`src/design/lsu_pkg.sv`:
```
`default_nettype none

package lsu_pkg;

   localparam int DATA_W = 32;

   typedef enum logic [2:0] {
      LB,
      LH,
      LW,
      LBU,
      LHU,
      SB,
      SH,
      SW
   } lsu_op_e;

   // access size of an opcode, packed as {word, half, signed}.
   function automatic logic [2:0] size_of(input lsu_op_e op);
      logic [2:0] flags;
      case (op)
         LB:      flags = 3'b001;
         LH:      flags = 3'b011;
         LW:      flags = 3'b100;
         LBU:     flags = 3'b000;
         LHU:     flags = 3'b010;
         SB:      flags = 3'b000;
         SH:      flags = 3'b010;
         SW:      flags = 3'b100;
         default: flags = 3'b000;
      endcase
      return flags;
   endfunction

   function automatic logic is_store(input lsu_op_e op);
      return op inside {SB, SH, SW};
   endfunction

endpackage

`default_nettype wire

```
`src/design/lsu_sequencer.sv`:
```
`default_nettype none

module lsu_sequencer #(
   parameter int ADDR_W = 8
) (
   input  wire                       i_clk,
   input  wire                       i_arst_n,
   input  wire                       i_start,
   input  wire lsu_pkg::lsu_op_e     i_op,
   input  wire [ADDR_W-1:0]          i_addr,
   input  wire [lsu_pkg::DATA_W-1:0] i_wdata,
   input  wire                       i_misalign,
   output logic                      o_busy,
   output logic                      o_done,
   output logic                      o_load,
   output logic                      o_en,
   output logic                      o_init,
   output logic                      o_cmd,
   output logic                      o_word,
   output logic                      o_half,
   output logic                      o_signed,
   output logic [1:0]                o_bytecnt,
   output logic [1:0]                o_lsb,
   output logic                      o_rs2,
   output logic                      o_cyc,
   output logic [ADDR_W-3:0]         o_adr,
   output logic                      o_shift_out
);

   import lsu_pkg::*;

   typedef enum logic [2:0] {
      IDLE,
      INIT,
      BUS,
      WAIT_ACK,
      READ,
      DONE
   } state_e;

   state_e            state;
   logic [4:0]        cnt;
   logic [ADDR_W-1:0] addr_q;
   logic [DATA_W-1:0] wdat_q;

   // ==================================================
   // command phases
   // ==================================================

   always_ff @(posedge i_clk or negedge i_arst_n) begin
      if (!i_arst_n) begin
         state    <= IDLE;
         cnt      <= '0;
         o_cyc    <= 1'b0;
         o_cmd    <= 1'b0;
         o_load   <= 1'b0;
         o_word   <= 1'b0;
         o_half   <= 1'b0;
         o_signed <= 1'b0;
      end else begin
         case (state)
            IDLE: begin
               if (i_start) begin
                  state                      <= INIT;
                  cnt                        <= '0;
                  {o_word, o_half, o_signed} <= size_of(i_op);
                  o_cmd                      <= is_store(i_op);
                  o_load                     <= !is_store(i_op);
               end
            end
            INIT: begin
               cnt <= cnt + 5'd1;
               if (cnt == 5'd31)
                  state <= BUS;
            end
            // the first cycle here checks alignment, the second carries the request.
            BUS: begin
               if (o_cyc) begin
                  o_cyc <= 1'b0;
                  state <= WAIT_ACK;
               end else if (i_misalign) begin
                  state <= DONE;
               end else begin
                  o_cyc <= 1'b1;
               end
            end
            // the RAM always answers one cycle after the request.
            WAIT_ACK: begin
               cnt   <= '0;
               state <= o_cmd ? DONE : READ;
            end
            READ: begin
               cnt <= cnt + 5'd1;
               if (cnt == 5'd31)
                  state <= DONE;
            end
            DONE: state <= IDLE;
            default: state <= IDLE;
         endcase
      end
   end

   // store word drops one bit per init cycle, lsb first.
   always_ff @(posedge i_clk) begin
      if (state == IDLE && i_start) begin
         addr_q <= i_addr;
         wdat_q <= i_wdata;
      end else if (state == INIT) begin
         wdat_q <= wdat_q >> 1;
      end
   end

   assign o_busy      = (state != IDLE);
   assign o_done      = (state == DONE);
   assign o_init      = (state == INIT);
   assign o_shift_out = (state == READ);
   assign o_en        = o_init | o_shift_out;
   assign o_bytecnt   = cnt[4:3];
   assign o_lsb       = addr_q[1:0];
   assign o_adr       = addr_q[ADDR_W-1:2];
   assign o_rs2       = wdat_q[0];

   // ==================================================
   // checks
   // ==================================================

   // a request only goes out in the bus phase of an aligned access.
   assert property (@(posedge i_clk) disable iff (!i_arst_n)
      o_cyc |-> state == BUS && !i_misalign);

   // a start seen while busy must not restart the init phase.
   assert property (@(posedge i_clk) disable iff (!i_arst_n)
      o_busy && i_start |=> !(state == INIT && cnt == 5'd0));

endmodule

`default_nettype wire

```
`src/design/lsu_mem_if.sv`:
```
`default_nettype none

module lsu_mem_if (
   input  wire                        i_clk,
   input  wire                        i_arst_n,
   input  wire                        i_en,
   input  wire                        i_init,
   input  wire                        i_cmd,
   input  wire                        i_signed,
   input  wire                        i_word,
   input  wire                        i_half,
   input  wire  [1:0]                 i_bytecnt,
   input  wire                        i_rs2,
   input  wire  [1:0]                 i_lsb,
   input  wire  [lsu_pkg::DATA_W-1:0] i_wb_rdt,
   input  wire                        i_wb_ack,
   output logic                       o_rd,
   output logic                       o_misalign,
   output logic [lsu_pkg::DATA_W-1:0] o_wb_dat,
   output logic [3:0]                 o_wb_sel,
   output logic                       o_wb_we
);

   logic [7:0] lane [4];
   logic [3:0] lane_en;
   logic [3:0] wbyte;
   logic [1:0] bytepos;
   logic [1:0] dat_sel;
   logic       dat_cur;
   logic       dat_valid;
   logic       signbit;

   // ==================================================
   // lane selection
   // ==================================================

   // upper byte counts address lanes directly, lower ones are offset by the position.
   assign dat_sel   = i_bytecnt[1] ? i_bytecnt : (i_bytecnt | bytepos);
   assign dat_cur   = lane[dat_sel][0];
   assign dat_valid = i_word | (i_bytecnt == 2'd0) | (i_half & !i_bytecnt[1]);
   assign o_rd      = dat_valid ? dat_cur : (signbit & i_signed);

   // during init the low byte lands in every lane and the low half in both halves.
   always_comb begin
      wbyte[0] = (i_bytecnt == 2'd0);
      wbyte[1] = (i_bytecnt == 2'd1) & !bytepos[0];
      wbyte[2] = (i_bytecnt == 2'd2) & !bytepos[1];
      wbyte[3] = (i_bytecnt == 2'd3) & !bytepos[1];
   end

   assign lane_en[0] = i_en & (i_init ? wbyte[0] : (dat_sel == 2'd0));
   assign lane_en[1] = i_en & (i_init ? (wbyte[0] | wbyte[1]) : (dat_sel == 2'd1));
   assign lane_en[2] = i_en & (i_init ? (wbyte[0] | wbyte[2]) : (dat_sel == 2'd2));
   assign lane_en[3] = i_en & (i_init ? (wbyte[0] | wbyte[1] | wbyte[3])
                                      : (dat_sel == 2'd3));

   always_comb begin
      if (i_word)
         o_wb_sel = 4'b1111;
      else if (i_half)
         o_wb_sel = bytepos[1] ? 4'b1100 : 4'b0011;
      else
         o_wb_sel = 4'b0001 << bytepos;
   end

   assign o_wb_dat = {lane[3], lane[2], lane[1], lane[0]};
   assign o_wb_we  = i_cmd;

   // ==================================================
   // storage
   // ==================================================

   always_ff @(posedge i_clk) begin
      if (i_wb_ack) begin
         for (int i = 0; i < 4; i++)
            lane[i] <= i_wb_rdt[8*i +: 8];
      end else begin
         for (int i = 0; i < 4; i++) begin
            if (lane_en[i])
               lane[i] <= {i_rs2, lane[i][7:1]};
         end
      end
      // last valid bit out is the sign of the loaded value.
      if (i_en & dat_valid)
         signbit <= dat_cur;
   end

   always_ff @(posedge i_clk or negedge i_arst_n) begin
      if (!i_arst_n) begin
         bytepos    <= 2'd0;
         o_misalign <= 1'b0;
      end else begin
         if (i_init)
            bytepos <= i_lsb;
         o_misalign <= (bytepos[0] & (i_word | i_half)) | (bytepos[1] & i_word);
      end
   end

   // an acknowledged write implies the sequencer saw an aligned access.
   assert property (@(posedge i_clk) disable iff (!i_arst_n)
      i_wb_ack && o_wb_we |-> !o_misalign);

endmodule

`default_nettype wire

```
`src/design/lsu_data_ram.sv`:
```
`default_nettype none

module lsu_data_ram #(
   parameter int ADDR_W = 8
) (
   input  wire                          i_clk,
   input  wire                          i_arst_n,
   input  wire                          i_cyc,
   input  wire  [ADDR_W-3:0]            i_adr,
   input  wire                          i_we,
   input  wire  [lsu_pkg::DATA_W/8-1:0] i_sel,
   input  wire  [lsu_pkg::DATA_W-1:0]   i_dat,
   output logic [lsu_pkg::DATA_W-1:0]   o_rdt,
   output logic                         o_ack
);

   import lsu_pkg::*;

   localparam int DEPTH = 2 ** (ADDR_W - 2);

   logic [DATA_W-1:0] mem [DEPTH];

   // one access per request, writes merge the selected bytes only.
   always_ff @(posedge i_clk) begin
      if (i_cyc) begin
         if (i_we) begin
            for (int b = 0; b < DATA_W / 8; b++) begin
               if (i_sel[b])
                  mem[i_adr][8*b +: 8] <= i_dat[8*b +: 8];
            end
         end else begin
            o_rdt <= mem[i_adr];
         end
      end
   end

   always_ff @(posedge i_clk or negedge i_arst_n) begin
      if (!i_arst_n)
         o_ack <= 1'b0;
      else
         o_ack <= i_cyc;
   end

   assert property (@(posedge i_clk) disable iff (!i_arst_n)
      o_ack |=> !o_ack);

endmodule

`default_nettype wire

```
`src/design/lsu_load_collect.sv`:
```
`default_nettype none

module lsu_load_collect (
   input  wire                        i_clk,
   input  wire                        i_arst_n,
   input  wire                        i_shift,
   input  wire                        i_bit,
   input  wire                        i_done,
   input  wire                        i_load,
   output logic [lsu_pkg::DATA_W-1:0] o_rdata
);

   import lsu_pkg::*;

   logic [$clog2(DATA_W):0] nshift;

   // ==================================================
   // result register
   // ==================================================

   // bits arrive lsb first, so each one enters at the top.
   always_ff @(posedge i_clk) begin
      if (i_shift)
         o_rdata <= {i_bit, o_rdata[DATA_W-1:1]};
   end

   // count of bits gathered for the command in flight.
   always_ff @(posedge i_clk or negedge i_arst_n) begin
      if (!i_arst_n)
         nshift <= '0;
      else if (i_done)
         nshift <= '0;
      else if (i_shift)
         nshift <= nshift + 1'b1;
   end

   // shifting only happens for loads, and then for a full word.
   assert property (@(posedge i_clk) disable iff (!i_arst_n)
      i_done && (nshift != '0) |-> i_load && (nshift == DATA_W));

endmodule

`default_nettype wire

```
`src/design/lsu_top.sv`:
```
`default_nettype none

module lsu_top #(
   parameter int ADDR_W = 8
) (
   input  wire                        i_clk,
   input  wire                        i_arst_n,
   input  wire                        i_start,
   input  wire lsu_pkg::lsu_op_e      i_op,
   input  wire  [ADDR_W-1:0]          i_addr,
   input  wire  [lsu_pkg::DATA_W-1:0] i_wdata,
   output logic                       o_busy,
   output logic                       o_done,
   output logic                       o_misalign,
   output logic [lsu_pkg::DATA_W-1:0] o_rdata,
   output logic                       o_load
);

   import lsu_pkg::*;

   logic              en;
   logic              init;
   logic              cmd;
   logic              word;
   logic              half;
   logic              sgn;
   logic [1:0]        bytecnt;
   logic [1:0]        lsb;
   logic              rs2;
   logic              cyc;
   logic [ADDR_W-3:0] adr;
   logic              shift_out;
   logic              rd;
   logic [DATA_W-1:0] wb_dat;
   logic [3:0]        wb_sel;
   logic              wb_we;
   logic [DATA_W-1:0] wb_rdt;
   logic              wb_ack;

   lsu_sequencer #(.ADDR_W(ADDR_W)) seq_i (
      .i_clk       (i_clk),
      .i_arst_n    (i_arst_n),
      .i_start     (i_start),
      .i_op        (i_op),
      .i_addr      (i_addr),
      .i_wdata     (i_wdata),
      .i_misalign  (o_misalign),
      .o_busy      (o_busy),
      .o_done      (o_done),
      .o_load      (o_load),
      .o_en        (en),
      .o_init      (init),
      .o_cmd       (cmd),
      .o_word      (word),
      .o_half      (half),
      .o_signed    (sgn),
      .o_bytecnt   (bytecnt),
      .o_lsb       (lsb),
      .o_rs2       (rs2),
      .o_cyc       (cyc),
      .o_adr       (adr),
      .o_shift_out (shift_out)
   );

   lsu_mem_if mem_if_i (
      .i_clk      (i_clk),
      .i_arst_n   (i_arst_n),
      .i_en       (en),
      .i_init     (init),
      .i_cmd      (cmd),
      .i_signed   (sgn),
      .i_word     (word),
      .i_half     (half),
      .i_bytecnt  (bytecnt),
      .i_rs2      (rs2),
      .i_lsb      (lsb),
      .i_wb_rdt   (wb_rdt),
      .i_wb_ack   (wb_ack),
      .o_rd       (rd),
      .o_misalign (o_misalign),
      .o_wb_dat   (wb_dat),
      .o_wb_sel   (wb_sel),
      .o_wb_we    (wb_we)
   );

   lsu_data_ram #(.ADDR_W(ADDR_W)) ram_i (
      .i_clk    (i_clk),
      .i_arst_n (i_arst_n),
      .i_cyc    (cyc),
      .i_adr    (adr),
      .i_we     (wb_we),
      .i_sel    (wb_sel),
      .i_dat    (wb_dat),
      .o_rdt    (wb_rdt),
      .o_ack    (wb_ack)
   );

   lsu_load_collect collect_i (
      .i_clk    (i_clk),
      .i_arst_n (i_arst_n),
      .i_shift  (shift_out),
      .i_bit    (rd),
      .i_done   (o_done),
      .i_load   (o_load),
      .o_rdata  (o_rdata)
   );

endmodule

`default_nettype wire

```
`config.mk`:
```
export PLATFORM = sky130hd
export DESIGN_NAME = lsu_top
export DESIGN_NICKNAME = d
export VERILOG_FILES = /design/src/design/lsu_pkg.sv /design/src/design/lsu_sequencer.sv /design/src/design/lsu_mem_if.sv /design/src/design/lsu_data_ram.sv /design/src/design/lsu_load_collect.sv /design/src/design/lsu_top.sv
export SDC_FILE = /design/constraint.sdc
export NUM_CORES = 2
export LEC_CHECK = 0
export BUFFER_PORTS_ARGS = -buffer_cell sky130_fd_sc_hd__buf_2
export CAP_MARGIN = 0
export CELL_PAD_IN_SITES_DETAIL_PLACEMENT = 1
export CELL_PAD_IN_SITES_GLOBAL_PLACEMENT = 1
export CORE_ASPECT_RATIO = 1.5
export CORE_MARGIN = 2
export CORE_UTILIZATION = 50
export DETAILED_ROUTE_END_ITERATION = 10
export GPL_TIMING_DRIVEN = 0
export PLACE_DENSITY_LB_ADDON = 0.05
export REMOVE_ABC_BUFFERS = 1
export SLEW_MARGIN = 25
export SYNTH_ARGS = -nofsm -noshare
export SYNTH_HDL_FRONTEND = slang
export SYNTH_SLANG_ARGS = --single-unit
```
`constraint.sdc`:
```
create_clock -name i_clk -period 2.5 [get_ports i_clk]
set_input_delay 0.25 -clock i_clk [delete_from_list [all_inputs] [get_ports i_clk]]
set_output_delay 0.25 -clock i_clk [all_outputs]
set_load 0.02 [all_outputs]
```
==> After elaboration in Yosys (flattened, before gate mapping) <==
Memory sizes are Yosys's and may differ from the RTL's. A register that Yosys moved wholly into a read port is not among the register bits.
Index checks and enable logic that the tools add are counted.
W data, S select, Z words.
{ "word_totals": {"register_bits": 88, "latch_bits": 0, "ram_bits": 2080, "mem_bits_ro": 24, "input_bits": 46, "output_inout_bits": 36, "word_cells": 136, "memories": 3} }
{ "op_classes": {"add_sub_neg": 1, "multipliers": 0, "div_mod_pow": 0, "order_cmp": 0, "eq_ne": 19, "shift": 1, "mux": 56, "bitwise_logic": 26, "reduce_logical": 18} }
{ "mem_list": {"columns": ["name", "words", "width", "rd", "rd_ports_with_merged_regs", "write_ports", "line_no", "rtl"], "rows": [
  ["ram_i.mem", 64, 32, 1, 1, 1, "lsu_data_ram.sv:21", "logic [DATA_W-1:0] mem [DEPTH];"],
  ["mem_if_i.lane", 4, 8, 5, 0, 4, "lsu_mem_if.sv:24", "logic [7:0] lane [4];"],
  ["(no name shown)", 8, 3, 1, 1, 0, "lsu_pkg.sv:21", "case (op)"]
]} }
{ "op_table": {"columns": ["operator", "count"], "rows": [
  ["$mux W32", 2],
  ["$mux W1", 38],
  ["$mux W8", 4],
  ["$eq A3 B3 Y1 const B", 5],
  ["$mux W3", 5],
  ["$pmux W3 S5", 1],
  ["$pmux W5 S3", 1],
  ["$and A1 B1 Y1", 12],
  ["$mux W4", 3],
  ["$or A1 B1 Y1", 12],
  ["$reduce_bool A3 Y1", 3],
  ["$eq A2 B2 Y1 const B", 4],
  ["$eq A3 B2 Y1 const B", 2],
  ["$ne A2 B2 Y1 const B", 3],
  ["$reduce_and A2 Y1", 3],
  ["$add A5 B1 Y5 const B", 1],
  ["$eq A5 B5 Y1 const B", 1],
  ["$logic_not A1 Y1", 5],
  ["$mux W5", 1],
  ["$eq A2 B1 Y1 const B", 2],
  ["$logic_not A2 Y1", 2],
  ["$reduce_and A4 Y1", 1],
  ["$shl A1 B2 Y4 const A", 1],
  ["$eq A3 B1 Y1 const B", 1],
  ["other kinds (8)", 8]
]} }

==> Logic depth before layout (Yosys ltp) <==
{ "logic_depth": {"ltp_word": 10, "mapped_depth": 10, "depth_no_buf": 7} }

==> Cells and area by module <==
A second synthesis with hierarchy kept.
{ "hier_totals": {"cells_unflattened": 5074, "area_unflattened_um2": 84960.2} }
{ "modules_own_cells": {"columns": ["mod", "instances", "cells_each", "area_per_inst_um2"], "rows": [
  ["lsu_data_ram", 1, 4671, 79682.7],
  ["lsu_sequencer", 1, 247, 2536.2],
  ["lsu_mem_if", 1, 124, 1780.5],
  ["lsu_load_collect", 1, 32, 960.9]
]} }

==> Worst setup path before layout <==
No wires, ideal clock.
{ "synth_path": {"path_kind": "flip-flop to flip-flop", "start": "reg seq_i.state[0]", "end": "mem mem_if_i.lane[0][0] (data pin)", "setup_time_ps": 261, "t_arrival_ps": 2227, "required_time_ps": 2239, "slack_ps": 11, "path_stages_with_launch": 7, "path_buffers": 1, "synth_period_minus_slack_ps": 2489, "path_cell_list": "dfrtp_1 nor2_1 and2_0 buf_2 a31oi_1 nor4_2 mux2_2"} }
{ "synth_rtl": {"columns": ["element", "line_no", "rtl"], "rows": [
  ["start: declaration", "lsu_sequencer.sv:41", "state_e state;"],
  ["start signal: assignment", "lsu_sequencer.sv:90", "state <= o_cmd ? DONE : READ;"],
  ["end: declaration", "lsu_mem_if.sv:24", null]
]} }

==> run_summary.xml <==
<?xml version="1.0" encoding="UTF-8"?>
<metrics>
  <group name="finish">
    <metric name="most_common_library_cell_in_the_layout_ignoring_fill_and_taps" unit="">edfxtp_1</metric>
    <metric name="layout.cells.non_filler" unit="">7405</metric>
    <metric name="most-common-layout-cells" unit="">2185 x edfxtp_1, 249 x mux4_2, 224 x mux2i_1, 223 x a221oi_1, 221 x clkbuf_16</metric>
    <metric name="syn_to_final_growth" unit="%">22.2</metric>
    <metric name="nets" unit="">5048</metric>
    <metric name="final_layout_size_suffix_gt1_share" unit="%">30.8</metric>
  </group>
  <group name="critical_path">
    <metric name="cp-end-kind" unit="">flop</metric>
    <metric name="crit_fanout" unit="">6</metric>
    <metric name="worstSetupStartpointType" unit="">flop</metric>
    <metric name="critical_path_required" unit="ps">3050</metric>
    <metric name="timing.setup.critical_path_class" unit="">flop to flop</metric>
    <metric name="critPathArrivalTime" unit="ps">4020</metric>
  </group>
  <group name="place">
    <metric name="dp.cells" unit="">6774</metric>
    <metric name="placement.io_buffers" unit="">81</metric>
    <metric name="dp_worst_setup_slack" unit="ps">-2350</metric>
    <metric name="routabilityCongestion" unit="">0.775</metric>
    <metric name="place_hpwl" unit="um">160000</metric>
  </group>
  <group name="clock_tree">
    <metric name="cts-buffers-inserted" unit="">202</metric>
    <metric name="clk_root_buffer_cell" unit="">clkbuf_16</metric>
    <metric name="number_of_h_tree_levels" unit="">4</metric>
    <metric name="cts_tree" unit="">built</metric>
    <metric name="worst_setup_hold_path_clk_slew" unit="ps">60</metric>
    <metric name="clk_latency" unit="ps">850</metric>
    <metric name="clock_tree.buffer_depth" unit="">3</metric>
    <metric name="cts_num_sinks" unit="">2203</metric>
  </group>
  <group name="yosys">
    <metric name="syn_area_per_cell" unit="um2">18.8</metric>
    <metric name="synth_cell_types" unit="">62</metric>
    <metric name="synthesis.yosys.warnings" unit="">0</metric>
    <metric name="number_of_enable_flip_flop_cells_after_synthesis" unit="">2185</metric>
    <metric name="share_of_synthesized_area_occupied_by_flip_flops_and_latches" unit="%">78.2</metric>
    <metric name="synth_seq_cells" unit="">2203</metric>
    <metric name="synth_ff_type" unit="">edfxtp_1</metric>
    <metric name="synth_area" unit="um2">84500</metric>
    <metric name="netlist_instances" unit="">4504</metric>
    <metric name="synth-async-reset-ratio" unit="%">0.817</metric>
  </group>
  <group name="route">
    <metric name="drc" unit="">0</metric>
    <metric name="detail-route-antenna-nets" unit="">0</metric>
    <metric name="drt-total-wl" unit="um">254000</metric>
    <metric name="detailedRoute.firstPassIterationCount" unit="">8</metric>
    <metric name="wl_cell" unit="um">34.3</metric>
    <metric name="dr.first_iter.drc_count" unit="">4701</metric>
    <metric name="detail_route.vias_per_cell" unit="">6.25</metric>
    <metric name="via_count" unit="">46300</metric>
  </group>
  <group name="timing">
    <metric name="final.period_utilization" unit="%">139</metric>
    <metric name="setup_viol" unit="">2131</metric>
    <metric name="max_clock_freq" unit="MHz">288</metric>
    <metric name="rsz0062_at_grt" unit="">yes</metric>
    <metric name="skew_final" unit="ps">26.6</metric>
    <metric name="max_slew.worst_pin.slew" unit="ps">1040</metric>
    <metric name="worst_slack" unit="ps">-968</metric>
    <metric name="fin_tns_setup" unit="ps">-926100</metric>
    <metric name="max-slew-margin-rel" unit="%">30.7</metric>
    <metric name="hold_viol_final" unit="">0</metric>
    <metric name="fin_crit" unit="ps">3470</metric>
    <metric name="final-max-slew-violation-count" unit="">0</metric>
  </group>
  <group name="die">
    <metric name="die_area" unit="um2">172000</metric>
    <metric name="die_width" unit="um">340</metric>
    <metric name="start_util" unit="%">50.4</metric>
    <metric name="floorplan.core_area" unit="um2">168000</metric>
    <metric name="io_pins" unit="">82</metric>
    <metric name="rows" unit="">184</metric>
    <metric name="fp.dieH" unit="um">507</metric>
  </group>
  <group name="status">
    <metric name="failing_checks" unit="">negative setup slack</metric>
    <metric name="status" unit="">finished, violations left</metric>
  </group>
  <group name="grt">
    <metric name="grt-ovfl-total" unit="">0</metric>
    <metric name="grt_pass1_wl" unit="um">353000</metric>
    <metric name="via_count_of_the_first_global_routing_pass" unit="">48200</metric>
    <metric name="antenna_found_initial" unit="">7</metric>
    <metric name="grtUsageTotal" unit="%">28.8</metric>
    <metric name="maximum_number_of_pins_on_one_net_before_global_route_repair" unit="">55</metric>
  </group>
  <group name="power">
    <metric name="power.density_cell_area" unit="nW/um2">831</metric>
    <metric name="p_leak" unit="nW">32.9</metric>
    <metric name="vdd_ir_drop_max" unit="uV">784</metric>
  </group>
  <group name="worst_hold_path">
    <metric name="class_of_the_tightest_hold_or_removal_check" unit="">input pin to flop</metric>
  </group>
  <group name="flow_run">
    <metric name="maxCapViolCount" unit="">0</metric>
  </group>
</metrics>
==> cells in the mapped netlist, types with 5 or more instances <==
cell type     n  area, um2
a211oi_1      6       45.0
a21oi_1      26        130
a221oi_1    235       2060
a22oi_1     161       1210
a31oi_1       5       31.3
and3_1        7       43.8
buf_1        27        101
buf_2       103        515
clkbuf_1    170        638
dfrtp_1      18        450
edfxtp_1   2185      65600
inv_1        11       41.3
mux2_2       48        541
mux2i_1     256       2560
mux4_2      249       5610
nand2_1     213        800
nand2b_1      8       50.1
nand3_1       9       45.0
nand4_1      33        206
nor2_1      369       1390
nor2b_1      11       68.8
nor3_1        8       40.0
nor3b_1       5       37.5
o211ai_1     59        443
o21ai_0      84        420
o21ai_1       5       25.0
o22ai_1     122        763
==> where the power goes <==
part | total [mW] | switching [mW] | leakage (nW) | internal (mW)
clock | 30.9 | 13.8 | 3.17 | 17.2
sequential | 46.1 | 1.14 | 19.9 | 45.0
combinational | 8.80 | 5.63 | 9.81 | 3.17
total | 85.8 | 20.5 | 32.9 | 65.3
==> worst paths after layout <==
check,startpoint,endpoint,slack (ps),cells after the start
worst max-delay path,seq_i.addr_q[2]$_DFFE_PP_,ram_i.o_rdt[6]$_DFFE_PP_,-970,17
worst min-delay path,i_addr[3],seq_i.addr_q[3]$_DFFE_PP_,140,2
worst max register to register,seq_i.addr_q[2]$_DFFE_PP_,ram_i.o_rdt[6]$_DFFE_PP_,-970,17
worst min register to register,collect_i.o_rdata[25]$_DFFE_PP_,collect_i.o_rdata[24]$_DFFE_PP_,440,0
max in group asynchronous,i_arst_n,seq_i.state[0]$_DFFE_PN0P_,1260,3
min in group asynchronous,i_arst_n,seq_i.o_load$_DFFE_PN0P_,630,3
==> stage by stage <==
stage | hold slack (ps) | instance area (um2) | utilization (%) | total power [mW]
global route | 116 | 103000 | 61.6 | 88.0
global placement | 223 | 86400 | 51.6 | 53.4
detailed placement | 222 | 90900 | 54.2 | 55.2
CTS | 98.7 | 101000 | 60.3 | 85.9
floorplan | -45.6 | 83200 | - | 50.0
finish | 142 | 103000 | 61.6 | 85.8
==> flip-flops by register name (all words and copies together), names as in the netlist <==
signal / count
seq_i.cnt: 5
ram_i.o_rdt: 32
mem_if_i.lane: 32
seq_i.addr_q: 8
collect_i.o_rdata: 32
seq_i.o_signed: 1
ram_i.o_ack: 1
seq_i.o_cyc: 1
ram_i.mem: 2048
seq_i.o_word: 1
mem_if_i.o_misalign: 1
mem_if_i.signbit: 1
seq_i.o_load: 1
mem_if_i.bytepos: 2
seq_i.wdat_q: 32
seq_i.state: 3
seq_i.o_half: 1
seq_i.o_cmd: 1
==> cell families (layout without fill, tap and decap cells) <==
family | after synthesis | count (layout) | share of synthesized area [%]
simple gates | 694 | 699 | 3.47
xor+xnor | 2 | 2 | 0.0207
flops | 2203 | 2203 | 78.2
mux | 553 | 553 | 10.3
buf+inv | 316 | 978 | 1.57
compound gates | 734 | 734 | 6.41
other cells | 0 | 2 | 0
fa+ha+maj | 2 | 2 | 0.0296
==> critical path: stages (launching register included) <==
cell	delay, ps
edfxtp_1	480
buf_12	180
buf_12	120
buf_16	120
buf_12	120
buf_12	110
buf_12	120
buf_12	120
buf_12	120
buf_12	130
buf_12	140
buf_12	140
buf_8	120
mux4_2	440
mux2i_2	200
o22ai_2	200
nor2_4	210
nand4_1	100
==> what timing repair did <==
action,4_1_cts,5_1_grt
cloned,9,15
resized for setup,592,180
endpoints found under the setup margin,2200,2185
hold buffers,48,0
pin swaps,46,64
buffers inserted,89,94
hold endpoints to repair,67,0
==> area by class of cell <==
type | instances | area, um2
fillers | 14000 | 64400
inverters | 13 | 80.1
multi-input cells | 1990 | 19900
repair buffers | 588 | 7880
flip-flops and latches | 2203 | 66100
repair inverters | 2 | 22.5
clock inverters | 124 | 1060
clock buffers | 251 | 5410
well taps | 2232 | 2790
diodes | 2 | 5.00
==> per-layer routing <==
metal  global-route usage [%]  routed length (um)
met2                     49.7              131000
met1                     35.6               94000
met3                     4.52               14900
met5                        0                 146
met4                     13.8               13800
(Power assumes the default switching activity.)
